File: config.mk
export PLATFORM = sky130hd
export DESIGN_NAME = cache_lookup
export DESIGN_NICKNAME = d
export VERILOG_FILES = /design/src/hdl/cache_pkg.sv /design/src/hdl/cache_lookup.sv
export SDC_FILE = /design/constraint.sdc
export NUM_CORES = 1
export LEC_CHECK = 0
export ABC_CLOCK_PERIOD_IN_PS = 19100
export BUFFER_PORTS_ARGS = -buffer_cell sky130_fd_sc_hd__clkbuf_2
export CORE_AREA = 2 2 176 178
export DETAILED_ROUTE_END_ITERATION = 12
export DIE_AREA = 0 0 178 180
export GPL_TIMING_DRIVEN = 0
export PLACE_DENSITY_LB_ADDON = 0.08
export SETUP_SLACK_MARGIN = 0.15
export SLEW_MARGIN = 20
export SYNTH_ARGS = -nofsm -noshare
export SYNTH_HDL_FRONTEND = slang
export SYNTH_SLANG_ARGS = --single-unit
File: constraint.sdc
create_clock -name CPU_CLK -period 19.1 [get_ports CPU_CLK]
set_clock_uncertainty 0.15 [all_clocks]
set_input_delay 3.82 -clock CPU_CLK [delete_from_list [all_inputs] [get_ports CPU_CLK]]
set_output_delay 3.82 -clock CPU_CLK [all_outputs]
set_load 0.02 [all_outputs]
File: src/hdl/cache_pkg.sv
package cache_pkg;

  // ----------------------------------------------------------
  // cache and tlb geometry
  // ----------------------------------------------------------
  localparam int ADDR_W      = 32;
  localparam int DATA_W      = 32;
  localparam int CACHE_IDX_W = 8;                   // 256 lines of one word
  localparam int TLB_IDX_W   = 8;                   // 256 tlb entries
  localparam int PAGE_W      = 16;                  // physical page
  localparam int VTAG_W      = 16;                  // virtual tag per tlb entry
  localparam int TAG_W       = PAGE_W + TLB_IDX_W;  // page plus tlb index, 24 bits

  // address field positions
  localparam int TLB_IDX_LSB = CACHE_IDX_W;              // bits 15:8
  localparam int PAGE_LSB    = CACHE_IDX_W + TLB_IDX_W;  // bits 31:16

  // ----------------------------------------------------------
  // cpu request, presented in the pre-cycle
  // ----------------------------------------------------------
  typedef struct packed {
    logic [ADDR_W-1:0] addr;
    logic [DATA_W-1:0] wdata;
    logic              we;
    logic              enable;      // one-cycle strobe
    logic              force_miss;
  } cpu_req_t;

  typedef enum logic [1:0] {
    LK_IDLE,
    LK_CHECK,   // ram data valid, hit decided
    LK_WAIT     // memory side busy
  } lookup_state_e;

  // handed from the lookup stage to the refill sequencer
  typedef struct packed {
    logic [ADDR_W-1:0] addr;    // physical, or raw cpu address for tlb writes
    logic [DATA_W-1:0] wdata;
    logic              we;
    logic              tlb_wr;
  } miss_req_t;

endpackage

File: src/hdl/cache_lookup.sv
module cache_lookup (
  input  logic                                CPU_CLK,
  input  logic                                RST,
  input  cache_pkg::cpu_req_t                 cpu_req,
  input  logic                                cache_inhibit,
  input  logic                                vmem_act,
  input  logic                                we_tlb,
  input  logic [cache_pkg::DATA_W-1:0]        data_rd,
  input  logic [cache_pkg::TAG_W-1:0]         tag_rd,
  input  logic [cache_pkg::DATA_W-1:0]        page_rd,
  input  logic [cache_pkg::DATA_W-1:0]        vtag_rd,
  output logic [cache_pkg::CACHE_IDX_W-1:0]   rd_idx,
  output logic [cache_pkg::TLB_IDX_W-1:0]     tlb_rd_idx,
  output logic                                rd_en,
  output logic [cache_pkg::DATA_W-1:0]        cache_datai,
  output logic                                cache_busy,
  output logic                                mmu_fault,
  output logic                                miss_start,
  output cache_pkg::miss_req_t                miss,
  input  logic                                fill_done,
  input  logic [cache_pkg::DATA_W-1:0]        fill_data,
  input  logic [cache_pkg::CACHE_IDX_W-1:0]   fill_idx
);

  import cache_pkg::*;

  lookup_state_e                 state;
  cpu_req_t                      cur;        // request in the check stage
  logic                          cur_tlb;
  logic                          cur_vmem;
  logic [(1 << CACHE_IDX_W)-1:0] valid;

  logic                          in_check;
  logic                          accept;
  logic                          stage_free;
  logic [PAGE_W-1:0]             phys_page;
  logic [VTAG_W-1:0]             vpage;
  logic [TLB_IDX_W-1:0]          cur_tlb_idx;
  logic [CACHE_IDX_W-1:0]        cur_idx;
  logic                          fault;
  logic                          tag_hit;
  logic                          need_mem;
  logic                          read_hit;

  // ----------------------------------------------------------
  // pre-cycle side, ram read ports
  // ----------------------------------------------------------
  assign in_check   = (state == LK_CHECK);
  assign stage_free = !(in_check && need_mem);
  assign accept     = ((cpu_req.enable && !cache_inhibit) || we_tlb) &&
                      !cache_busy && stage_free;

  assign rd_idx     = cpu_req.addr[CACHE_IDX_W-1:0];
  assign tlb_rd_idx = cpu_req.addr[TLB_IDX_LSB +: TLB_IDX_W];
  assign rd_en      = accept;

  // ----------------------------------------------------------
  // check stage: translation, fault, hit
  // ----------------------------------------------------------
  assign cur_idx     = cur.addr[CACHE_IDX_W-1:0];
  assign cur_tlb_idx = cur.addr[TLB_IDX_LSB +: TLB_IDX_W];
  assign vpage       = cur.addr[PAGE_LSB +: VTAG_W];
  assign phys_page   = cur_vmem ? page_rd[PAGE_W-1:0] : cur.addr[PAGE_LSB +: PAGE_W];

  assign fault    = cur_vmem && !cur_tlb &&
                    (vtag_rd != {{(DATA_W-VTAG_W){1'b0}}, vpage});
  assign tag_hit  = valid[cur_idx] && !cur.force_miss &&
                    (tag_rd == {phys_page, cur_tlb_idx});
  assign need_mem = cur_tlb || (!fault && (cur.we || !tag_hit));  // write-through
  assign read_hit = !need_mem && !fault;

  assign miss_start = in_check && need_mem;

  always_comb
  begin
    miss.addr   = cur_tlb ? cur.addr : {phys_page, cur.addr[PAGE_LSB-1:0]};
    miss.wdata  = cur.wdata;
    miss.we     = cur.we && !cur_tlb;
    miss.tlb_wr = cur_tlb;
  end

  // ----------------------------------------------------------
  // control
  // ----------------------------------------------------------
  always_ff @(posedge CPU_CLK)
  begin
    if (!RST)
    begin
      state      <= LK_IDLE;
      cache_busy <= 1'b0;
      mmu_fault  <= 1'b0;
      valid      <= '0;   // all lines invalid
    end
    else
    begin
      mmu_fault <= in_check && fault;  // one-cycle pulse
      case (state)
        LK_IDLE:
          if (accept)
            state <= LK_CHECK;
        LK_CHECK:
          if (need_mem)
          begin
            state      <= LK_WAIT;
            cache_busy <= 1'b1;
          end
          else if (!accept)
            state <= LK_IDLE;   // else a back-to-back strobe stays here
        LK_WAIT:
          if (fill_done)
          begin
            state      <= LK_IDLE;
            cache_busy <= 1'b0;
            if (!cur_tlb)
            begin
              valid[fill_idx] <= 1'b1;
              if (!cur.we)
                valid[fill_idx ^ CACHE_IDX_W'(1)] <= 1'b1;  // pair word too
            end
          end
        default:
          state <= LK_IDLE;
      endcase
    end
  end

  // captured request and read data
  always_ff @(posedge CPU_CLK)
  begin
    if (accept)
    begin
      cur      <= cpu_req;
      cur_tlb  <= we_tlb;
      cur_vmem <= vmem_act;
    end
    if (in_check && read_hit && !cur.we)
      cache_datai <= data_rd;
    else if ((state == LK_WAIT) && fill_done && !cur.we && !cur_tlb)
      cache_datai <= fill_data;
  end

  // a miss is only started from an idle memory side
  a_start_not_busy: assert property (@(posedge CPU_CLK) disable iff (!RST)
    miss_start |-> !cache_busy);

  // a faulted access never reaches the memory side
  a_fault_no_start: assert property (@(posedge CPU_CLK) disable iff (!RST)
    miss_start |=> !mmu_fault);

endmodule

# Yosys cells after proc, flatten, opt, wreduce, memory -nomap -nowiden
# Index checks and enable logic that the tools add are counted.
# W data, S select, Z words.
dict set report word_totals {
  memories 0
  latchBits 0
  inputBits 233
  regBits 360
  out_inout_bits 118
  mem_bits_ro 0
  ramBits 0
}
dict set report op_classes {
  n_lt_le_gt_ge 5
  eq_ne 8
  shift 0
  n_bitwise 4
  addsub 0
  n_mux 19
  div 0
  multipliers 0
  n_reduce_logical 37
}
# operator count
set op_table {}
lappend op_table {{$or A256 B256 Y256} 2}
lappend op_table {{$mux W256} 1}
lappend op_table {{$mux W32} 3}
lappend op_table {{$ne A32 B16 Y1} 1}
lappend op_table {{$lt A8 B9 Y1 const B} 3}
lappend op_table {{$eq A24 B24 Y1} 1}
lappend op_table {{$logic_and A1 B1 Y1} 19}
lappend op_table {{$demux W1 S8} 2}
lappend op_table {{$ge A8 B1 Y1 const B} 2}
lappend op_table {{$mux W16} 1}
lappend op_table {{$logic_not A1 Y1} 9}
lappend op_table {{$reduce_and A3 Y1} 3}
lappend op_table {{$bmux W1 S8} 1}
lappend op_table {{$mux W2} 4}
lappend op_table {{$pmux W2 S3} 1}
lappend op_table {{$mux W1} 5}
lappend op_table {{$ne A2 B2 Y1 const B} 2}
lappend op_table {{$reduce_bool A2 Y1} 2}
lappend op_table {{$logic_or A1 B1 Y1} 3}
lappend op_table {{$ne A3 B2 Y1 const B} 1}
lappend op_table {{$eq A2 B1 Y1 const B} 1}
lappend op_table {{$eq A2 B2 Y1 const B} 1}
lappend op_table {{$logic_not A2 Y1} 1}
lappend op_table {{$ne A2 B1 Y1 const B} 1}
lappend op_table {{other kinds (2)} 3}

# Longest topological paths before layout
# Gate-level depths: netlist of the first run.
dict set report logic_depth {
  ltp_word 14
  mapped_depth 13
}

# Worst setup path before layout of the first run
# No wires, ideal clock.
dict set report synth_timing {
  path_type {input-to-output}
  from {in page_rd[0] (netlist bit)}
  to {out rd_en}
  t_arrival_ns 10.112
  setup_slack_ns 5.018
  stages 8
  cell_sequence {mux2i_1 > xnor2_1 > nor4_1 > nand3_1 > nor3_1 > and3b_1 > a21oi_1 > nor3_1}
}
dict set report synth_via {
  elab_chain_len 10
}
# element line_no
set synth_lines {}
lappend synth_lines {{start, declared} cache_lookup.sv:10} ;# input logic [cache_pkg::DATA_W-1:0] page_rd,
lappend synth_lines {{$mux W16} cache_lookup.sv:63} ;# assign phys_page = cur_vmem ? page_rd[PAGE_W-1:0] : cur.addr[PAGE_LSB +: PAGE_W];
lappend synth_lines {{$eq A24 B24 Y1} cache_lookup.sv:68} ;# (tag_rd == {phys_page, cur_tlb_idx});
lappend synth_lines {{$logic_and A1 B1 Y1} cache_lookup.sv:67} ;# assign tag_hit = valid[cur_idx] && !cur.force_miss &&
lappend synth_lines {{$logic_not A1 Y1} cache_lookup.sv:69} ;# assign need_mem = cur_tlb || (!fault && (cur.we || !tag_hit));
lappend synth_lines {{$logic_or A1 B1 Y1} cache_lookup.sv:69}
lappend synth_lines {{$logic_and A1 B1 Y1} cache_lookup.sv:69}
lappend synth_lines {{$logic_or A1 B1 Y1} cache_lookup.sv:69}
lappend synth_lines {{$logic_and A1 B1 Y1} --}
lappend synth_lines {{via miss_start} cache_lookup.sv:18} ;# output logic miss_start,
lappend synth_lines {{$logic_not A1 Y1} cache_lookup.sv:49} ;# assign stage_free = !(in_check && need_mem);
lappend synth_lines {{$logic_and A1 B1 Y1} cache_lookup.sv:51} ;# !cache_busy && stage_free;
lappend synth_lines {{end, declared} cache_lookup.sv:14} ;# output logic rd_en,
# The timed path passes the listed nets, and every way through them passes these cells.

# Final worst setup path of the first run
dict set report layout_timing {
  from {in page_rd[10] (netlist bit)}
  to {out rd_en}
}
dict set report layout_via {
  elab_chain_len 10
}
# element line_no
set layout_lines {}
lappend layout_lines {{$mux W16} cache_lookup.sv:63}
lappend layout_lines {{$eq A24 B24 Y1} cache_lookup.sv:68}
lappend layout_lines {{$logic_and A1 B1 Y1} cache_lookup.sv:67}
lappend layout_lines {{$logic_not A1 Y1} cache_lookup.sv:69}
lappend layout_lines {{$logic_or A1 B1 Y1} cache_lookup.sv:69}
lappend layout_lines {{$logic_and A1 B1 Y1} cache_lookup.sv:69}
lappend layout_lines {{$logic_or A1 B1 Y1} cache_lookup.sv:69}
lappend layout_lines {{$logic_and A1 B1 Y1} cache_lookup.sv:49}
lappend layout_lines {{$logic_not A1 Y1} cache_lookup.sv:49}
lappend layout_lines {{$logic_and A1 B1 Y1} cache_lookup.sv:51}
# No other way between the ends.

==> results.yml, run 1 <==
status:
  status: "finished, final reports clean"
sta:
  hold_viol: 0
  max_freq_mhz: 91.07
  period_needed_ps: 10980
  slew_violations: 0
  worst_pin_slew_ps: 1234
  relSlewSlack_pct: 17.10
  setup_viol: 0
  grt_setup_unrepaired: "no"
  period_share_pct: 57.49
  hold_slack_ps: 321.4
  setup_tns_ps: 0
power_and_ir_drop:
  p_leak_nw: 7.740
  ir_worst_vdd_mv: 0.07951
  power.density_mw_per_mm2: 88.90
  power_mw: 1.855
floorplanning:
  num_rows: 64
  ios: 351
  chipWidth_um: 178
  initial_utilization_pct: 57.19
  design.die.area_mm2: 0.03204
  design.core.area_mm2: 0.03019
  die_h_um: 180
synth:
  ys_ff_latch: 360
  synth-edff-count: 100
  synthDominantCellAreaShare_pct: 30.14
  async_flop_share_pct: 0
  yosysWarnings: 0
  netlist_instances: 1646
  synth_area_leader_cell: "dfxtp_1"
  netlist_top_cells_area: "dfxtp_1 30%, edfxtp_1 17%, a221oi_1 6.5%"
  synth_area_per_cell_um2: 10.49
  synth_cell_type_count: 44
  synthFlopType: "dfxtp_1"
  synth_area_mm2: 0.01727
  synth_fp_nets: 1879
  seq_area_frac_synth_pct: 47.54
setup_path:
  cp-start-kind: "input port"
  critPathKind: "in2out"
  cp_max_fo: 11
  cp_cell_sequence: "clkbuf_2 > mux2i_1 > xnor2_1 > nor4_1 > nand3_1 > nor3_1 > and3b_1 > a21oi_1 > nor3_2 > buf_4 > buf_6 > buf_4 > clkbuf_2"
  cp.arrival_ps: 7010
  worst_ep_required_time_ps: 15130
  cp_slowest_cell: "nor3_2"
  crit_path_end_kind: "output port"
  cpPeakStageDelay_ps: 620
cts:
  h-tree-depth: 2
  clk_latency_ps: 540
  numCtsBuffers: 38
  clk_path_buf_depth: 3
  cts.sinks: 360
  post_cts_buffers: 0
  cts_tree: "yes"
  cts_root_buf: "clkbuf_16"
  clkTransAtPathRegs_ps: 60
  cts_resized: 0
  cts_hold_buffers: 0
global_routing:
  grt_usage_pct: 35.43
  antenna_found_initial: 1
  grt_pass1_wl_um: 86060
  grt_start_max_net_pins: 33
  grt_pass1_vias: 14747
  grt.overflow.total: 0
cells_and_area:
  fillers: 2328
  syn_to_final_growth_pct: 20.82
  drive_gt1_share_pct: 28.63
  ff_latch_area_mm2: 0.008208
  nets: 2260
  final_common_cell: "clkbuf_2"
  layout_common_cells: "333 x clkbuf_2, 263 x nor2_1, 260 x dfxtp_1"
  multiInputGateArea_mm2: 0.008014
detailed_routing:
  routed-via-count: 15167
  drc: 0
  wl_per_cell_um: 23.67
  vias_per_cell: 6.178
  dr.pass1.iters: 6
  wirelength_um: 58110
  ant_nets: 0
  drtIter0Drc: 1701
hold_path:
  holdCritPathClass: "reg2reg"
run:
  cap_violations: 0
placement:
  dp.final_hpwl_um: 42640
  port_buffers: 333
  place.gp.congestion: 0.9973
[sequential cells by signal, indices dropped and copies added, names as in the netlist]
| register | count |
|---|---|
| cache_busy | 1 |
| cache_datai | 32 |
| cur | 34 |
| cur_tlb | 1 |
| cur_vmem | 1 |
| miss | 32 |
| mmu_fault | 1 |
| state | 2 |
| valid | 256 |
[routing by layer]
layer	vias to the layer above	global-route usage, %	wire length [µm]
met3	199	7.720	6033
met4	0	17.28	3063
met5	-	0	0
li1	6765	-	-
met1	7235	44.37	21750
met2	968	57.88	27260
[worst max-delay path, delay by kind of cell]
kind            cells  cell delay, ps
simple gates        5            1730
mux                 1             230
buf+inv             5             980
xor+xnor            1             100
compound gates      1             140
[where the power goes]
group | internal [mW] | leakage, nW | switching, mW | total, mW
Combinational | 0.0988 | 4.05 | 0.152 | 0.251
Sequential | 0.807 | 3.04 | 0.0138 | 0.821
Clock | 0.473 | 0.644 | 0.310 | 0.782
[kinds of logic after synthesis]
group,share of synthesized area [%]
simple gates,15.99
flops,47.54
compound gates,15.07
buf+inv,6.246
mux,13.13
xor+xnor,2.029
[synthesized netlist by cell type (20+ instances only)]
cell and number:
nor2_1 263, dfxtp_1 260, nor2b_1 165, a221oi_1 128
o31a_1 111, clkbuf_1 108, edfxtp_1 100, buf_4 71
mux2i_1 66, nand2_1 45, mux4_2 42, mux2_4 29
a21oi_1 27, nand3_1 25, xor2_1 25, a22oi_1 21
mux2_2 20
[path summary, 6_finish.rpt]
check                                             start                 endpoint  slack [ps]  depth (start not counted)
worst min-delay path            valid[191]$_SDFFE_PN0P_  valid[191]$_SDFFE_PN0P_         320                          1
worst min register to register  valid[191]$_SDFFE_PN0P_  valid[191]$_SDFFE_PN0P_         320                          1
worst max-delay path                        page_rd[10]                    rd_en        8120                         13
worst max register to register        cur[37]$_DFFE_PP_       miss[10]$_DFFE_PP_       14290                         14
[metrics by stage]
step           std cells  util, %  worst slack, ps  area, µm²
6_report            2455    69.10             8119      20860
5_1_grt             2454    69.09             7868      20860
4_1_cts             2453    69.05             8140      20850
3_5_place_dp        2383    64.67             8161      19520
3_3_place_gp        2375    64.36             2209      19430
2_1_floorplan       1646        -             5018      17270
[layout make-up]
type | count | area share (%)
clock inverter | 12 | 0.9896
buffer | 197 | 5.134
tap | 396 | 2.375
multi-input combinational | 1087 | 38.42
inverter | 2 | 0.03599
sequential | 360 | 39.34
timing repair buffer | 341 | 8.331
clock buffer | 58 | 5.350
antenna | 2 | 0.02399
No activity file was read; power rests on OpenSTA's default activity.
==> run 2: changes to the inputs <==
Settings changed: ABC_CLOCK_PERIOD_IN_PS 19100 to 10800, CORE_AREA 2 2 176 178 to 2 2 179 181, DIE_AREA 0 0 178 180 to 0 0 181 183.
Clock period 19.1 ns to 10.8 ns, I/O delays scaled along.
==> run 2 against run 1 <==
Utilization down 2.5 points. Largest cell class unchanged. Combinational power rose by 77%. Design area fell by 0.28%. Non-clock buffer count down 2. Final cell count is 0.12% higher. Highest routed layer unchanged.
==> results.yml, run 2 (synthesized netlist as in run 1, its figures left out) <==
status:
  status: "finished, final reports clean"
global_routing:
  grt_pass1_wl_um: 87150
  grt_pass1_vias: 14869
  antenna_found_initial: 3
  grt_usage_pct: 34.52
  grt_start_max_net_pins: 33
  grt.overflow.total: 0
cells_and_area:
  layout_common_cells: "333 x clkbuf_2, 263 x nor2_1, 260 x dfxtp_1"
  regMostFlops: "valid"
  fillers: 2533
  drive_gt1_share_pct: 28.09
  final_common_cell: "clkbuf_2"
  reg_top3: "valid: 256 flops, cur: 34 flops"
  syn_to_final_growth_pct: 20.49
  final_core_util_pct: 66.61
  nets: 2259
  largest_reg_flops: 256
power_and_ir_drop:
  ir_worst_vdd_mv: 0.1479
  power.density_mw_per_mm2: 154.1
  p_leak_nw: 7.696
run:
  cap_violations: 0
cts:
  h-tree-depth: 2
  cts_tree: "yes"
  cts_resized: 0
  clk_latency_ps: 530
  clkTransAtPathRegs_ps: 60
  cts_root_buf: "clkbuf_16"
  numCtsBuffers: 39
  cts.sinks: 360
  clk_path_buf_depth: 3
  post_cts_buffers: 0
  cts_hold_buffers: 0
sta:
  slew_violations: 0
  grt_setup_unrepaired: "no"
  period_share_pct: 70.08
  relSlewSlack_pct: 16.21
  setup_tns_ps: 0
  hold_viol: 0
  setup_viol: 0
  worst_pin_slew_ps: 1247
  period_needed_ps: 7568
  max_freq_mhz: 132.1
floorplanning:
  die_h_um: 183
  initial_utilization_pct: 55.29
  design.die.area_mm2: 0.03312
  num_rows: 65
  design.core.area_mm2: 0.03123
  chipWidth_um: 181
  ios: 351
setup_path:
  crit_path_end_kind: "output port"
  cp_max_fo: 15
  critPathKind: "in2out"
  critPathCapture: "rd_en"
  reg2reg_depth: 10
  cp.arrival_ps: 5260
  critical_path.reg2reg.endpoint: "cache_datai[17]$_DFFE_PP_"
  worstReg2RegStart: "cur[37]$_DFFE_PP_"
  worst_ep_required_time_ps: 8490
  cp-start-kind: "input port"
  ff2ff_setup_slack_ps: 6160
  setup.worst_path.start: "page_rd[5]"
detailed_routing:
  drtIter0Drc: 1674
  wirelength_um: 58540
  dr.pass1.iters: 6
  vias_per_cell: 6.193
  drc: 0
  wl_per_cell_um: 23.81
  ant_nets: 0
  routed-via-count: 15223
placement:
  port_buffers: 333
  dp.final_hpwl_um: 43040
  place.gp.congestion: 0.9299
hold_path:
  holdCritPathClass: "reg2reg"
[run 2: cell types whose count changed in the layout (fill, tap and decap cells not counted), moves of 3 or more]
| cell | delta |
|---|---|
| clkbuf_16 | +3 |
| clkbuf_1 | +5 |
| clkbuf_8 | -4 |
| bufinv_16 | -3 |
| clkinv_1 | +4 |
| buf_4 | -4 |
[run 2: cell type report]
class                           instances  area, µm²  area share (%)
Tap cell                              402      503.0           2.418
Inverter                                2      7.507         0.03609
Multi-Input combinational cell       1087       8020           38.55
Sequential cell                       360       8208           39.45
Clock buffer                           62       1155           5.551
Antenna cell                            2      5.005         0.02406
Clock inverter                          7      80.08          0.3849
Timing Repair Buffer                  339       1754           8.432
Buffer                                197       1071           5.148
[run 2: how the worst min path moves through the flow]
stage                                  startpoint                      end  cells past startpoint
final                     valid[169]$_SDFFE_PN0P_  valid[169]$_SDFFE_PN0P_                      1
after global routing      valid[156]$_SDFFE_PN0P_  valid[156]$_SDFFE_PN0P_                      1
after detailed placement  valid[188]$_SDFFE_PN0P_  valid[188]$_SDFFE_PN0P_                      1
after global placement    valid[191]$_SDFFE_PN0P_  valid[191]$_SDFFE_PN0P_                      1
after CTS                 valid[188]$_SDFFE_PN0P_  valid[188]$_SDFFE_PN0P_                      1
after floorplan           valid[191]$_SDFFE_PN0P_  valid[191]$_SDFFE_PN0P_                      1
[run 2: layer usage]
layer	GRT usage (%)	up-vias	routed length, µm
met1	41.54	7318	21770
met5	0	-	0
met3	8.002	181	5917
met4	17.56	0	3012
li1	-	6776	-
met2	58.32	948	27830
[run 2: worst max-delay path, cell delays in order]
cell	delay [ps]
clkbuf_2	110
mux2i_1	170
xnor2_1	80
nor4_1	350
nand3_1	130
nor3_1	490
and3b_1	270
a21oi_1	160
nor3_4	540
buf_6	240
buf_8	180
buf_8	170
clkbuf_2	180
[run 2: power breakdown]
group	internal (mW)	switching [mW]
logic	0.177	0.267
clock network	0.777	0.531
registers	1.43	0.0260
total	2.38	0.824
[run 2: stage by stage]
| stage | cell area [µm²] | total power [mW] | instances | worst slack (ps) | hold slack (ps) |
|---|---|---|---|---|---|
| 2_1_floorplan | 17270 | 1.737 | 1646 | 2220 | 285.3 |
| 3_3_place_gp | 19440 | 1.907 | 2381 | 211.0 | 300.0 |
| 3_5_place_dp | 19550 | 1.919 | 2387 | 3271 | 315.8 |
| 4_1_cts | 20790 | 3.209 | 2456 | 3229 | 329.5 |
| 5_1_grt | 20800 | 3.294 | 2458 | 2994 | 343.0 |
| 6_report | 20800 | 3.207 | 2458 | 3232 | 326.2 |
