[src/hdl/cache_pkg.sv]
package cache_pkg;

  // ----------------------------------------------------------
  // cache and tlb geometry
  // ----------------------------------------------------------
  localparam int ADDR_W      = 32;
  localparam int DATA_W      = 32;
  localparam int CACHE_IDX_W = 8;                   // 256 lines of one word
  localparam int TLB_IDX_W   = 8;                   // 256 tlb entries
  localparam int PAGE_W      = 16;                  // physical page
  localparam int VTAG_W      = 16;                  // virtual tag per tlb entry
  localparam int TAG_W       = PAGE_W + TLB_IDX_W;  // page plus tlb index, 24 bits

  // address field positions
  localparam int TLB_IDX_LSB = CACHE_IDX_W;              // bits 15:8
  localparam int PAGE_LSB    = CACHE_IDX_W + TLB_IDX_W;  // bits 31:16

  // ----------------------------------------------------------
  // cpu request, presented in the pre-cycle
  // ----------------------------------------------------------
  typedef struct packed {
    logic [ADDR_W-1:0] addr;
    logic [DATA_W-1:0] wdata;
    logic              we;
    logic              enable;      // one-cycle strobe
    logic              force_miss;
  } cpu_req_t;

  typedef enum logic [1:0] {
    LK_IDLE,
    LK_CHECK,   // ram data valid, hit decided
    LK_WAIT     // memory side busy
  } lookup_state_e;

  // handed from the lookup stage to the refill sequencer
  typedef struct packed {
    logic [ADDR_W-1:0] addr;    // physical, or raw cpu address for tlb writes
    logic [DATA_W-1:0] wdata;
    logic              we;
    logic              tlb_wr;
  } miss_req_t;

endpackage

[src/hdl/mem_bus_pkg.sv]
package mem_bus_pkg;

  // ----------------------------------------------------------
  // bus constants
  // ----------------------------------------------------------
  localparam int         BUS_AW     = 32;
  localparam int         BUS_DW     = 32;
  localparam logic [1:0] DMA_REGION = 2'b11;               // addr 31:30
  localparam int         PAIR_WORDS = 2;                   // words per read miss
  localparam int         PAIR_CNT_W = $clog2(PAIR_WORDS);

  typedef enum logic {
    RG_MEM,
    RG_DMA
  } region_e;

  // same layout on the memory and the dma port
  typedef struct packed {
    logic [BUS_AW-1:0] addr;
    logic [BUS_DW-1:0] wdata;
    logic              we;
  } mem_req_t;

  typedef enum logic [1:0] {
    FS_IDLE,
    FS_ACCESS,  // strobe up, waiting for ack
    FS_PAIR,    // gap cycle before the pair word
    FS_DONE
  } fill_state_e;

  function automatic region_e region_of(input logic [BUS_AW-1:0] addr);
    region_e rg;
    rg = (addr[BUS_AW-1 -: 2] == DMA_REGION) ? RG_DMA : RG_MEM;
    return rg;
  endfunction

endpackage

[src/hdl/refill_seq.sv]
module refill_seq (
  input  logic                              CPU_CLK,
  input  logic                              RST,
  input  logic                              miss_start,
  input  cache_pkg::miss_req_t              miss,
  output logic                              fill_done,
  output logic [cache_pkg::DATA_W-1:0]      fill_data,
  output logic [cache_pkg::CACHE_IDX_W-1:0] fill_idx,
  output logic                              data_we,
  output logic [cache_pkg::CACHE_IDX_W-1:0] data_waddr,
  output logic [cache_pkg::DATA_W-1:0]      data_wdata,
  output logic [cache_pkg::TAG_W-1:0]       tag_wdata,
  output logic                              tlb_we,
  output logic [cache_pkg::TLB_IDX_W-1:0]   tlb_waddr,
  output logic [cache_pkg::DATA_W-1:0]      page_wdata,
  output logic [cache_pkg::DATA_W-1:0]      vtag_wdata,
  output mem_bus_pkg::mem_req_t             mem_req,
  output logic                              mem_do_act,
  input  logic                              mem_ack,
  input  logic [mem_bus_pkg::BUS_DW-1:0]    mem_rdata,
  output mem_bus_pkg::mem_req_t             dma_req,
  output logic                              dma_read,
  output logic                              dma_wrte,
  input  logic                              dma_read_ack,
  input  logic                              dma_wrte_ack,
  input  logic [mem_bus_pkg::BUS_DW-1:0]    dma_data_read
);

  import cache_pkg::*;
  import mem_bus_pkg::*;

  fill_state_e            state;
  miss_req_t              req;
  logic [BUS_AW-1:0]      cur_addr;    // address of the access in flight
  logic [PAIR_CNT_W-1:0]  word_cnt;
  logic                   launch;
  mem_req_t               launch_req;
  region_e                launch_rg;
  logic                   acked;
  logic [BUS_DW-1:0]      rd_word;

  // ----------------------------------------------------------
  // next access
  // ----------------------------------------------------------
  always_comb
  begin
    launch     = 1'b0;
    launch_req = '{addr: {cur_addr[BUS_AW-1:1], ~cur_addr[0]}, wdata: req.wdata, we: 1'b0};
    if ((state == FS_IDLE) && miss_start && !miss.tlb_wr)
    begin
      launch     = 1'b1;
      launch_req = '{addr: miss.addr, wdata: miss.wdata, we: miss.we};
    end
    else if (state == FS_PAIR)
      launch = 1'b1;   // pair word, always a read
  end

  assign launch_rg = region_of(launch_req.addr);
  assign acked     = (mem_do_act && mem_ack) || (dma_read && dma_read_ack) ||
                     (dma_wrte && dma_wrte_ack);
  assign rd_word   = dma_read ? dma_data_read : mem_rdata;

  // tlb store fields come straight from the latched request
  assign tlb_waddr  = req.addr[TLB_IDX_LSB +: TLB_IDX_W];
  assign page_wdata = {{(DATA_W-PAGE_W){1'b0}}, req.wdata[DATA_W-1 -: PAGE_W]};
  assign vtag_wdata = {{(DATA_W-VTAG_W){1'b0}}, req.wdata[VTAG_W-1:0]};

  // ----------------------------------------------------------
  // sequencer and bus strobes
  // ----------------------------------------------------------
  always_ff @(posedge CPU_CLK)
  begin
    if (!RST)
    begin
      state      <= FS_IDLE;
      word_cnt   <= '0;
      mem_do_act <= 1'b0;
      dma_read   <= 1'b0;
      dma_wrte   <= 1'b0;
      fill_done  <= 1'b0;
      data_we    <= 1'b0;
      tlb_we     <= 1'b0;
    end
    else
    begin
      fill_done <= 1'b0;
      data_we   <= 1'b0;
      tlb_we    <= 1'b0;
      if (launch)
      begin
        mem_do_act <= (launch_rg == RG_MEM);
        dma_read   <= (launch_rg == RG_DMA) && !launch_req.we;
        dma_wrte   <= (launch_rg == RG_DMA) && launch_req.we;
      end
      else if (acked)
      begin
        mem_do_act <= 1'b0;
        dma_read   <= 1'b0;
        dma_wrte   <= 1'b0;
      end
      case (state)
        FS_IDLE:
          if (miss_start && miss.tlb_wr)
          begin
            tlb_we    <= 1'b1;   // done the cycle after miss_start
            fill_done <= 1'b1;
          end
          else if (miss_start)
          begin
            word_cnt <= '0;
            state    <= FS_ACCESS;
          end
        FS_ACCESS:
          if (acked)
          begin
            data_we <= 1'b1;     // cache line follows every access
            if (!req.we && (word_cnt != PAIR_CNT_W'(PAIR_WORDS - 1)))
            begin
              word_cnt <= word_cnt + PAIR_CNT_W'(1);
              state    <= FS_PAIR;
            end
            else
              state <= FS_DONE;
          end
        FS_PAIR:
          state <= FS_ACCESS;
        FS_DONE:
        begin
          fill_done <= 1'b1;     // last ram write already committed
          state     <= FS_IDLE;
        end
        default:
          state <= FS_IDLE;
      endcase
    end
  end

  // payload
  always_ff @(posedge CPU_CLK)
  begin
    if ((state == FS_IDLE) && miss_start)
    begin
      req      <= miss;
      fill_idx <= miss.addr[CACHE_IDX_W-1:0];
    end
    if (launch)
    begin
      cur_addr <= launch_req.addr;
      mem_req  <= launch_req;
      dma_req  <= launch_req;
    end
    if (acked)
    begin
      data_waddr <= cur_addr[CACHE_IDX_W-1:0];
      tag_wdata  <= cur_addr[BUS_AW-1:CACHE_IDX_W];
      data_wdata <= req.we ? req.wdata : rd_word;
      if (word_cnt == '0)
        fill_data <= rd_word;  // requested word
    end
  end

  // only one bus is driven at a time
  a_one_port: assert property (@(posedge CPU_CLK) disable iff (!RST)
    $onehot0({mem_do_act, dma_read, dma_wrte}));

endmodule

[config.mk]
export PLATFORM = sky130hd
export DESIGN_NAME = refill_seq
export DESIGN_NICKNAME = d
export VERILOG_FILES = /design/src/hdl/cache_pkg.sv /design/src/hdl/mem_bus_pkg.sv /design/src/hdl/refill_seq.sv
export SDC_FILE = /design/constraint.sdc
export NUM_CORES = 1
export LEC_CHECK = 0
export BUFFER_PORTS_ARGS = -buffer_cell sky130_fd_sc_hd__buf_2
export CELL_PAD_IN_SITES_DETAIL_PLACEMENT = 0
export CELL_PAD_IN_SITES_GLOBAL_PLACEMENT = 2
export CORE_MARGIN = 5
export CORE_UTILIZATION = 32
export DETAILED_ROUTE_END_ITERATION = 8
export HOLD_SLACK_MARGIN = 0.02
export PLACE_DENSITY_LB_ADDON = 0.1
export SKIP_LAST_GASP = 1
export SYNTH_ARGS = -nofsm -noshare
export SYNTH_HDL_FRONTEND = slang
export SYNTH_SLANG_ARGS = --single-unit
export TNS_END_PERCENT = 30
[constraint.sdc]
create_clock -name CPU_CLK -period 7.8 [get_ports CPU_CLK]
set_clock_uncertainty 0.05 [all_clocks]
set_input_delay 1.56 -clock CPU_CLK [delete_from_list [all_inputs] [get_ports CPU_CLK]]
set_output_delay 1.56 -clock CPU_CLK [all_outputs]
set_load 0.05 [all_outputs]
* After elaboration in Yosys (flattened, before gate mapping)
Index checks and enable logic that the tools add are counted.
** Word-level totals
- Register bits after elaboration :: 227
- Bits of input ports :: 136
- Output and inout bits :: 312
- Word-level logic and storage cells :: 78
** Operators by class
- Reductions and logical operators :: 23
- Bitwise operators :: 3
- Equality and inequality tests :: 8
- Muxes and demuxes :: 23
- Add/sub/neg operators :: 1
** Operator list (number)
- 65-bit two-way mux :: 1
- 32-bit two-way mux :: 2
- 1-bit two-way mux :: 14
- 1-bit logical AND :: 9
- 2-bit != test, second input constant :: 4
- 2-bit one-hot mux with 4 select lines :: 1
- 2-bit AND reduction :: 4
- 2-bit equality test, second input constant :: 3
- 2-bit two-way mux :: 3
- 5-bit AND reduction :: 1
- 1-bit one-hot mux with 2 select lines :: 2
- 2-bit nonzero test :: 2
- 1-bit zero test :: 3
- 1-bit inverter :: 3
- 3-bit AND reduction :: 1
- 2-bit by 1-bit equality test with 1-bit output, second input constant :: 1
- 2-bit zero test :: 1
- 1-bit logical OR :: 2
- 1-bit adder, second input constant :: 1

* Longest topological paths before layout
Gate-level depths: netlist of the first run.
- Depth in word-level cells :: 8
- Mapped depth :: 7
- Mapped depth without buffers :: 5

* Least setup slack after synthesis of the first run
Ideal clock, no wire load.
- Path type :: input to register
- From :: input port mem_ack
- To :: register data_we
- Stages :: 3
- Arrival time :: 3.780 ns
- Path buffers :: 0
- Setup slack :: 3.847 ns
- Setup time :: 0.122 ns
- Required time :: 7.628 ns
- Cells stage by stage :: a222oi_1 inv_1 and3_1
** On the way
- Cells in the longest elaborated chain, start to end :: 4
** Ends and longest elaborated chain
- from (decl) :: line refill_seq.sv:19 : input logic mem_ack,
- 1-bit logical AND :: line refill_seq.sv:59 : assign acked = (mem_do_act && mem_ack) || (dma_read && dma_read_ack) ||
- 1-bit logical OR (2 in series) :: line refill_seq.sv:59
- named net acked :: line refill_seq.sv:39 : logic acked;
- 1-bit two-way mux :: line refill_seq.sv:114 : if (acked)
- to (signal assigned) :: line refill_seq.sv:81 : data_we <= 1'b0;
- to (signal assigned) :: line refill_seq.sv:87 : data_we <= 1'b0;
- to (signal assigned) :: line refill_seq.sv:116 : data_we <= 1'b1;
- to (decl) :: line refill_seq.sv:9 : output logic data_we,
The timed path passes the listed nets, and every way through them passes these cells.
A chain may end at the register's enable or synchronous reset.

* Worst setup path in the final report of the first run
- From :: register dma_read
- To :: output port dma_read
** RTL lines
- from (decl) :: line refill_seq.sv:22 : output logic dma_read,
- from (signal assigned) :: line refill_seq.sv:92 : dma_read <= (launch_rg == RG_DMA) && !launch_req.we;
No word-level cell between the ends.

==> run_results.csv, run 1 <==
group,metric,value,unit
sta,setup_tns,0,ns
place,postPlaceCellArea,10700,um2
grt,grt_max_degree,46,
floorplanning,initial_core_util,32.5,%
clock_tree,ctsResizeCount,0,
detailed_routing,wl_per_cell,20.7,um
power,ir_drop,153,uV
final_layout,stdcell_area,11500,um2
clock_tree,post_cts_buffers,0,
final_layout,area_growth,26.2,%
worst_setup_path,slowest_stage,"dfxtp_2",
power,combPwrFrac,28.6,%
logic_synthesis,ys_ff_latch,219,
detailed_routing,routed_via_density,4.27,
worst_setup_path,worst_path_largest_cell_delay,0.94,ns
place,hpwlAfterDp,19400,um
sta,setup_viol,0,
grt,grt_pass1_vias,5527,
power,powerDensity,334,nW/um2
sta,slew_violations,0,
min_path,whs_endpoint,"tag_wdata[17]$_DFFE_PP_",
detailed_routing,drtIter0Drc,154,
sta,whs,0.418,ns
logic_synthesis,synth_area,9080,um2
clock_tree,root_buffer,"clkbuf_16",
grt,grt_pass1_wl,35200,um
worst_setup_path,crit_buf_inv,1,
final_layout,num-nets-final,987,
logic_synthesis,yosys.area.top_type,"edfxtp_1",
worst_setup_path,arrival,1.86,ns
sta,fmax,288,MHz
floorplanning,std_cell_rows,61,
power,clockPowerShare,30.1,%
grt,antenna_found_initial,1,
worst_setup_path,cp_cell_sequence,"buf_2",
worst_setup_path,critical_path.top_delay_family,"flip-flops",
floorplanning,fp.dieW,178,um
clock_tree,cts_max_level,1,
place,dp_slack,4.25,ns
sta,postLayoutSetupSlackWorst,4.33,ns
worst_setup_path,crit_fanout,35,
place,portBuffers,415,
worst_setup_path,startpoint_type,"flop",
worst_setup_path,reg2reg_slack,5.04,ns
place,place_congestion,0.764,
logic_synthesis,yosysWarnings,0,
logic_synthesis,ys_seq_area_share,71.4,%
worst_setup_path,rr_startpoint,"dma_read$_SDFFE_PN0P_",
floorplanning,core-area,27900,um2
power,p_sw,1.40,mW
final_layout,drive_above_1_share,65.1,%
min_path,min_path_cells,0,
floorplanning,io_pins,448,
power,internal-power,2.42,mW
grt,grt_usage,14.8,%
sta,tightest_slew,1.09,ns
run_status,status,"complete, no violations",
sta,hold_viol_final,0,
detailed_routing,ant_nets,0,
logic_synthesis,syn_inst,526,
floorplanning,die_h,178,um
min_path,holdCritStartpoint,"cur_addr[25]$_DFFE_PP_",
clock_tree,cts_hold_buf,0,
logic_synthesis,avgSynthCellArea,17.3,um2
sta,rsz0062_at_grt,"no",
power,power.total,3.83,mW
sta,slew_headroom,27.4,%
final_layout,fill_cells,2692,
clock_tree,clockBufferDepth,3,
sta,period_needed,3.47,ns
clock_tree,insertion_delay,0.52,ns
clock_tree,cts_sinks,219,
worst_setup_path,worstReg2RegEnd,"data_waddr[2]$_DFFE_PP_",
power,power_frac_seq,41.3,%
clock_tree,cts.clk_slew.worst_paths,0.06,ns
grt,gr-total-overflow,0,
detailed_routing,vias,5285,
worst_setup_path,worstRegToRegCells,4,
worst_setup_path,end_kind,"primary output",
power,switching_share,36.7,%
min_path,min_path_type,"reg -> reg",
clock_tree,cts_tree,"built",
worst_setup_path,crit_required,6.19,ns
logic_synthesis,synth_top_cells_by_area,"edfxtp_1 (69%), mux2_2 (12%), buf_4 (12%)",
floorplanning,die_area,31800,um2
job,maxCapViolCount,0,
final_layout,antenna_cells,0,
detailed_routing,routed_wl,25700,um
detailed_routing,drtPass1Iterations,5,
logic_synthesis,yosysTopAreaCellShare,69.5,%
power,leakagePower,4.74,nW
sta,period_share,44.5,%
clock_tree,cts_buffers,25,
worst_setup_path,critPathKind,"reg -> out",
logic_synthesis,ys_types,35,
detailed_routing,remaining_drc_errors,0,
## cell usage in the layout, fill, tap and decap left out, drive strengths merged, types with 3 or more instances in the layout
cell,count
nand2,5
buf,421
mux2,98
bufinv,3
ha,5
edfxtp,210
inv,8
clkinv,7
dfxtp,9
conb,32
nor2,3
clkbuf,30
nand3b,3
## state kept, by name, summed over array words and instances, names as in the netlist
signal,count
dma_req,33
cur_addr,32
data_wdata,32
fill_data,32
tag_wdata,24
page_wdata,16
vtag_wdata,16
data_waddr,8
tlb_waddr,8
fill_idx,7
req,2
state,2
data_we,1
dma_read,1
dma_wrte,1
fill_done,1
mem_do_act,1
tlb_we,1
word_cnt,1
## area by class of cell
cell class                      count  area, um2  share of cell area, %
Sequential cell                   219       6490                   56.6
Timing Repair Buffer              421       2120                   18.5
Multi-Input combinational cell    172       1550                   13.5
Clock buffer                       30        654                   5.71
Tap cell                          378        473                   4.13
Clock inverter                     11        148                   1.29
Inverter                            7       27.5                  0.240
## stage by stage
step	utilization, %	cells
after floorplan	-	557
after global placement	38.1	1197
after detailed placement	38.1	1197
after CTS	41.0	1238
after global routing	41.0	1238
final	41.0	1238
## metal layers
layer	wire length, um	vias up	part of all wire (%)	global-route usage, %
met5	18	-	0.070	0
met4	505	2	2.0	3.87
met3	2350	35	9.1	4.18
met2	13500	275	52	27.3
met1	9320	2569	36	16.8
li1	-	2404	-	-
## cell families (layout without fill, tap and decap cells)
group / count (synthesis) / count (layout) / synth area share (%)
flip-flops: 219 / 219 / 71.4
buffers and inverters: 166 / 469 / 13.0
multiplexers: 99 / 99 / 12.3
AND/OR/NAND/NOR: 21 / 21 / 1.30
AO/OA/AOI/OAI: 15 / 15 / 1.32
adder cells (fa/ha/maj): 5 / 5 / 0.689
other: 1 / 32 / 0.0413
## synthesized netlist by cell type
| cell | count |
|---|---|
| nand2_1 | 5 |
| a222oi_1 | 1 |
| a21boi_1 | 1 |
| and3_1 | 2 |
| nor3_1 | 1 |
| clkbuf_1 | 7 |
| mux2_2 | 98 |
| o211a_1 | 1 |
| nand3b_1 | 3 |
| buf_2 | 1 |
| mux2i_1 | 1 |
| or3b_2 | 1 |
| inv_1 | 7 |
| nand4b_1 | 1 |
| a22oi_2 | 1 |
| dfxtp_1 | 9 |
| buf_6 | 1 |
| o21ai_0 | 1 |
| a31oi_1 | 2 |
| and2_1 | 1 |
| o2111a_1 | 1 |
| a21o_1 | 1 |
| or3_1 | 1 |
| a211oi_1 | 1 |
| conb_1 | 1 |
| edfxtp_1 | 210 |
| a21oi_1 | 2 |
| buf_1 | 5 |
| a311oi_1 | 1 |
| ha_1 | 5 |
| nand2b_1 | 2 |
| a211o_1 | 2 |
| nor2_1 | 3 |
| nand3_1 | 1 |
| buf_4 | 145 |
## power groups by stage
stage / Sequential, mW / Clock [mW] / Combinational (mW)
floorplan: 1.91 / 0 / 0.601
global placement: 1.60 / 0 / 1.11
detailed placement: 1.61 / 0 / 1.11
CTS: 1.58 / 1.19 / 1.11
global route: 1.60 / 1.25 / 1.14
finish: 1.58 / 1.15 / 1.10
## worst max-delay path by stage
stage                          start                 endpoint  cells after the start
5_1_grt        dma_read$_SDFFE_PN0P_                 dma_read                      1
2_1_floorplan                mem_ack       data_we$_SDFF_PN0_                      3
6_report       dma_read$_SDFFE_PN0P_                 dma_read                      1
3_3_place_gp                 mem_ack  tag_wdata[10]$_DFFE_PP_                      5
3_5_place_dp                 mem_ack   tag_wdata[9]$_DFFE_PP_                      5
4_1_cts        dma_read$_SDFFE_PN0P_                 dma_read                      1
No activity file was read; power rests on OpenSTA's default activity.
==> run 2, diff against run 1 <==
--- a/config.mk
+++ b/config.mk
@@ -5,11 +5,12 @@
 export SDC_FILE = /design/constraint.sdc
 export NUM_CORES = 1
 export LEC_CHECK = 0
+export ABC_AREA = 1
 export BUFFER_PORTS_ARGS = -buffer_cell sky130_fd_sc_hd__buf_2
 export CELL_PAD_IN_SITES_DETAIL_PLACEMENT = 0
 export CELL_PAD_IN_SITES_GLOBAL_PLACEMENT = 2
 export CORE_MARGIN = 5
-export CORE_UTILIZATION = 32
+export CORE_UTILIZATION = 26
 export DETAILED_ROUTE_END_ITERATION = 8
 export HOLD_SLACK_MARGIN = 0.02
 export PLACE_DENSITY_LB_ADDON = 0.1
==> constraint.sdc (replaced) <==
create_clock -name CPU_CLK -period 3.13 [get_ports CPU_CLK]
set_clock_uncertainty 0.05 [all_clocks]
set_input_delay 0.626 -clock CPU_CLK [delete_from_list [all_inputs] [get_ports CPU_CLK]]
set_output_delay 0.626 -clock CPU_CLK [all_outputs]
set_load 0.05 [all_outputs]
==> run_results.csv, run 2 <==
group,metric,value,unit
final_layout,mostFrequentLayoutCell,"buf_2",
logic_synthesis,yosys-top-cells-count,"edfxtp_1 (210), nand2_1 (165), buf_4 (149)",
final_layout,multi_input_area,1470,um2
floorplanning,die_h,197,um
run_status,status,"complete, no violations",
job,maxCapViolCount,0,
logic_synthesis,yosysTopAreaCellShare,69.0,%
worst_setup_path,cp_cell_sequence,"buf_4 -> buf_2",
final_layout,num-nets-final,1128,
worst_setup_path,startpoint_type,"flop",
worst_setup_path,crit_required,2.45,ns
clock_tree,cts.clk_slew.worst_paths,0.06,ns
worst_setup_path,critPathKind,"reg -> out",
power,p_sw,4.86,mW
min_path,min_path_type,"in -> reg",
sta,slew_headroom,52.0,%
power,power_frac_seq,36.8,%
sta,slew_violations,0,
worst_setup_path,slowest_stage,"buf_4",
logic_synthesis,yosys.area.top_type,"edfxtp_1",
final_layout,layout_common_cells,"buf_2 (415), edfxtp_1 (210), nand2_1 (165), mux2_2 (32), conb_1 (32)",
detailed_routing,ant_nets,0,
detailed_routing,routed_wl,29100,um
logic_synthesis,yosysWarnings,0,
worst_setup_path,crit_buf_inv,2,
clock_tree,insertion_delay,0.52,ns
power,leakagePower,5.07,nW
logic_synthesis,synth_area,9140,um2
clock_tree,cts_sinks,219,
detailed_routing,wl_per_cell,19.9,um
floorplanning,die_area,39000,um2
floorplanning,fp.dieW,197,um
logic_synthesis,ys_ff_latch,219,
sta,hold_viol_final,0,
logic_synthesis,synth_top_cells_by_area,"edfxtp_1 (69%), buf_4 (12%), nand2_1 (6.8%)",
logic_synthesis,ys_seq_area_share,71.0,%
detailed_routing,vias,5806,
logic_synthesis,avgSynthCellArea,13.7,um2
clock_tree,cts_hold_buf,0,
worst_setup_path,critical_path.top_delay_family,"buffers and inverters",
detailed_routing,remaining_drc_errors,0,
grt,grt_pass1_wl,40100,um
worst_setup_path,end_kind,"primary output",
detailed_routing,drtIter0Drc,168,
grt,grt_pass1_vias,5908,
detailed_routing,routed_via_density,3.98,
logic_synthesis,yosysMostFrequentCell,"edfxtp_1",
sta,rsz0062_at_grt,"no",
clock_tree,cts_max_level,1,
final_layout,regArea,6490,um2
logic_synthesis,ys_types,23,
worst_setup_path,worst_path_largest_cell_delay,0.46,ns
final_layout,area_growth,28.3,%
power,ir_drop,525,uV
final_layout,fill_cells,3520,
logic_synthesis,synth_edf_count,210,
grt,antenna_found_initial,3,
clock_tree,cts_buffers,26,
grt,grt_usage,13.8,%
power,switching_share,42.0,%
place,place_congestion,0.699,
sta,tightest_slew,0.720,ns
clock_tree,clockBufferDepth,3,
worst_setup_path,crit_fanout,34,
power,internal-power,6.73,mW
final_layout,largest_reg_flops,33,
grt,gr-total-overflow,0,
sta,setup_tns,0,ns
place,portBuffers,415,
final_layout,drive_above_1_share,50.0,%
sta,period_share,75.4,%
clock_tree,root_buffer,"clkbuf_16",
clock_tree,cts_tree,"built",
final_layout,antenna_cells,0,
power,clockPowerShare,27.2,%
place,hpwlAfterDp,21500,um
sta,setup_viol,0,
grt,grt_max_degree,78,
power,powerDensity,989,nW/um2
sta,period_needed,2.36,ns
power,power.total,11.6,mW
logic_synthesis,async_flop_share,0,%
floorplanning,initial_core_util,26.4,%
final_layout,largest_register,"dma_req",
floorplanning,core-area,34600,um2
clock_tree,post_cts_buffers,0,
floorplanning,io_pins,448,
logic_synthesis,syn_inst,666,
worst_setup_path,arrival,1.68,ns
clock_tree,ctsResizeCount,0,
floorplanning,std_cell_rows,68,
power,combPwrFrac,36.0,%
detailed_routing,drtPass1Iterations,4,
logic_synthesis,synth-main-ff-cell,"edfxtp_1",
sta,fmax,424,MHz
## run 2: changes by cell type after synthesis, moves of 5 or more
| cell | previous run | this run |
|---|---|---|
| clkbuf_1 | 7 | 2 |
| inv_1 | 7 | 25 |
| mux2_2 | 98 | 32 |
| nand2_1 | 5 | 165 |
| nand3_1 | 1 | 8 |
| o21ai_0 | 1 | 25 |
## run 2: final timing paths
kind / endpoint / slack (ns) / cells after the start / from
worst max-delay path: dma_read / 0.77 / 2 / dma_read$_SDFFE_PN0P_
worst min-delay path: cur_addr[23]$_DFFE_PP_ / 0.22 / 1 / miss[57]
worst max register to register: vtag_wdata[10]$_DFFE_PN_ / 1.06 / 5 / state[1]$_SDFFE_PN0P_
worst min register to register: tag_wdata[4]$_DFFE_PP_ / 0.42 / 0 / cur_addr[12]$_DFFE_PP_
## run 2: kinds of logic after synthesis
family / synth area share [%]
DFF: 71.0
buffers and inverters: 14.3
and+or+nand+nor: 8.09
AOI/OAI and AO/OA: 1.94
muxes: 3.94
adders and majority gates: 0.685
other: 0.0411
## run 2: metrics by stage
step	util, %	hold slack (ns)	setup slack, ns	area, um2	instances
final	33.8	0.222	0.770	11700	1460
after global routing	33.8	0.191	0.645	11700	1460
after CTS	33.8	0.188	0.674	11700	1460
after detailed placement	31.3	0.417	1.02	10800	1414
after global placement	31.3	0.410	1.07	10800	1414
after floorplan	-	0.406	0.180	9260	697
## run 2: layer usage
metal / share of wire (%) / GRT usage [%] / vias up
met5: 0.093 / 0 / -
met4: 1.7 / 2.75 / 4
met3: 10 / 4.81 / 38
li1: - / - / 2753
met2: 50 / 24.6 / 291
met1: 38 / 16.3 / 2720
## run 2: area by class of cell
type / instances / share of cell area, %
clock inverters: 12 / 1.57
clock buffers: 34 / 5.99
repair buffers: 424 / 18.8
well taps: 455 / 4.86
flip-flops and latches: 219 / 55.4
multi-input cells: 290 / 12.6
inverters: 26 / 0.833
## run 2: power groups by stage
stage	logic, mW	registers, mW	clock network [mW]
3_5_place_dp	4.26	4.34	0
2_1_floorplan	2.32	5.44	0
5_1_grt	4.40	4.34	3.38
4_1_cts	4.27	4.29	3.26
6_report	4.17	4.27	3.15
3_3_place_gp	4.27	4.35	0
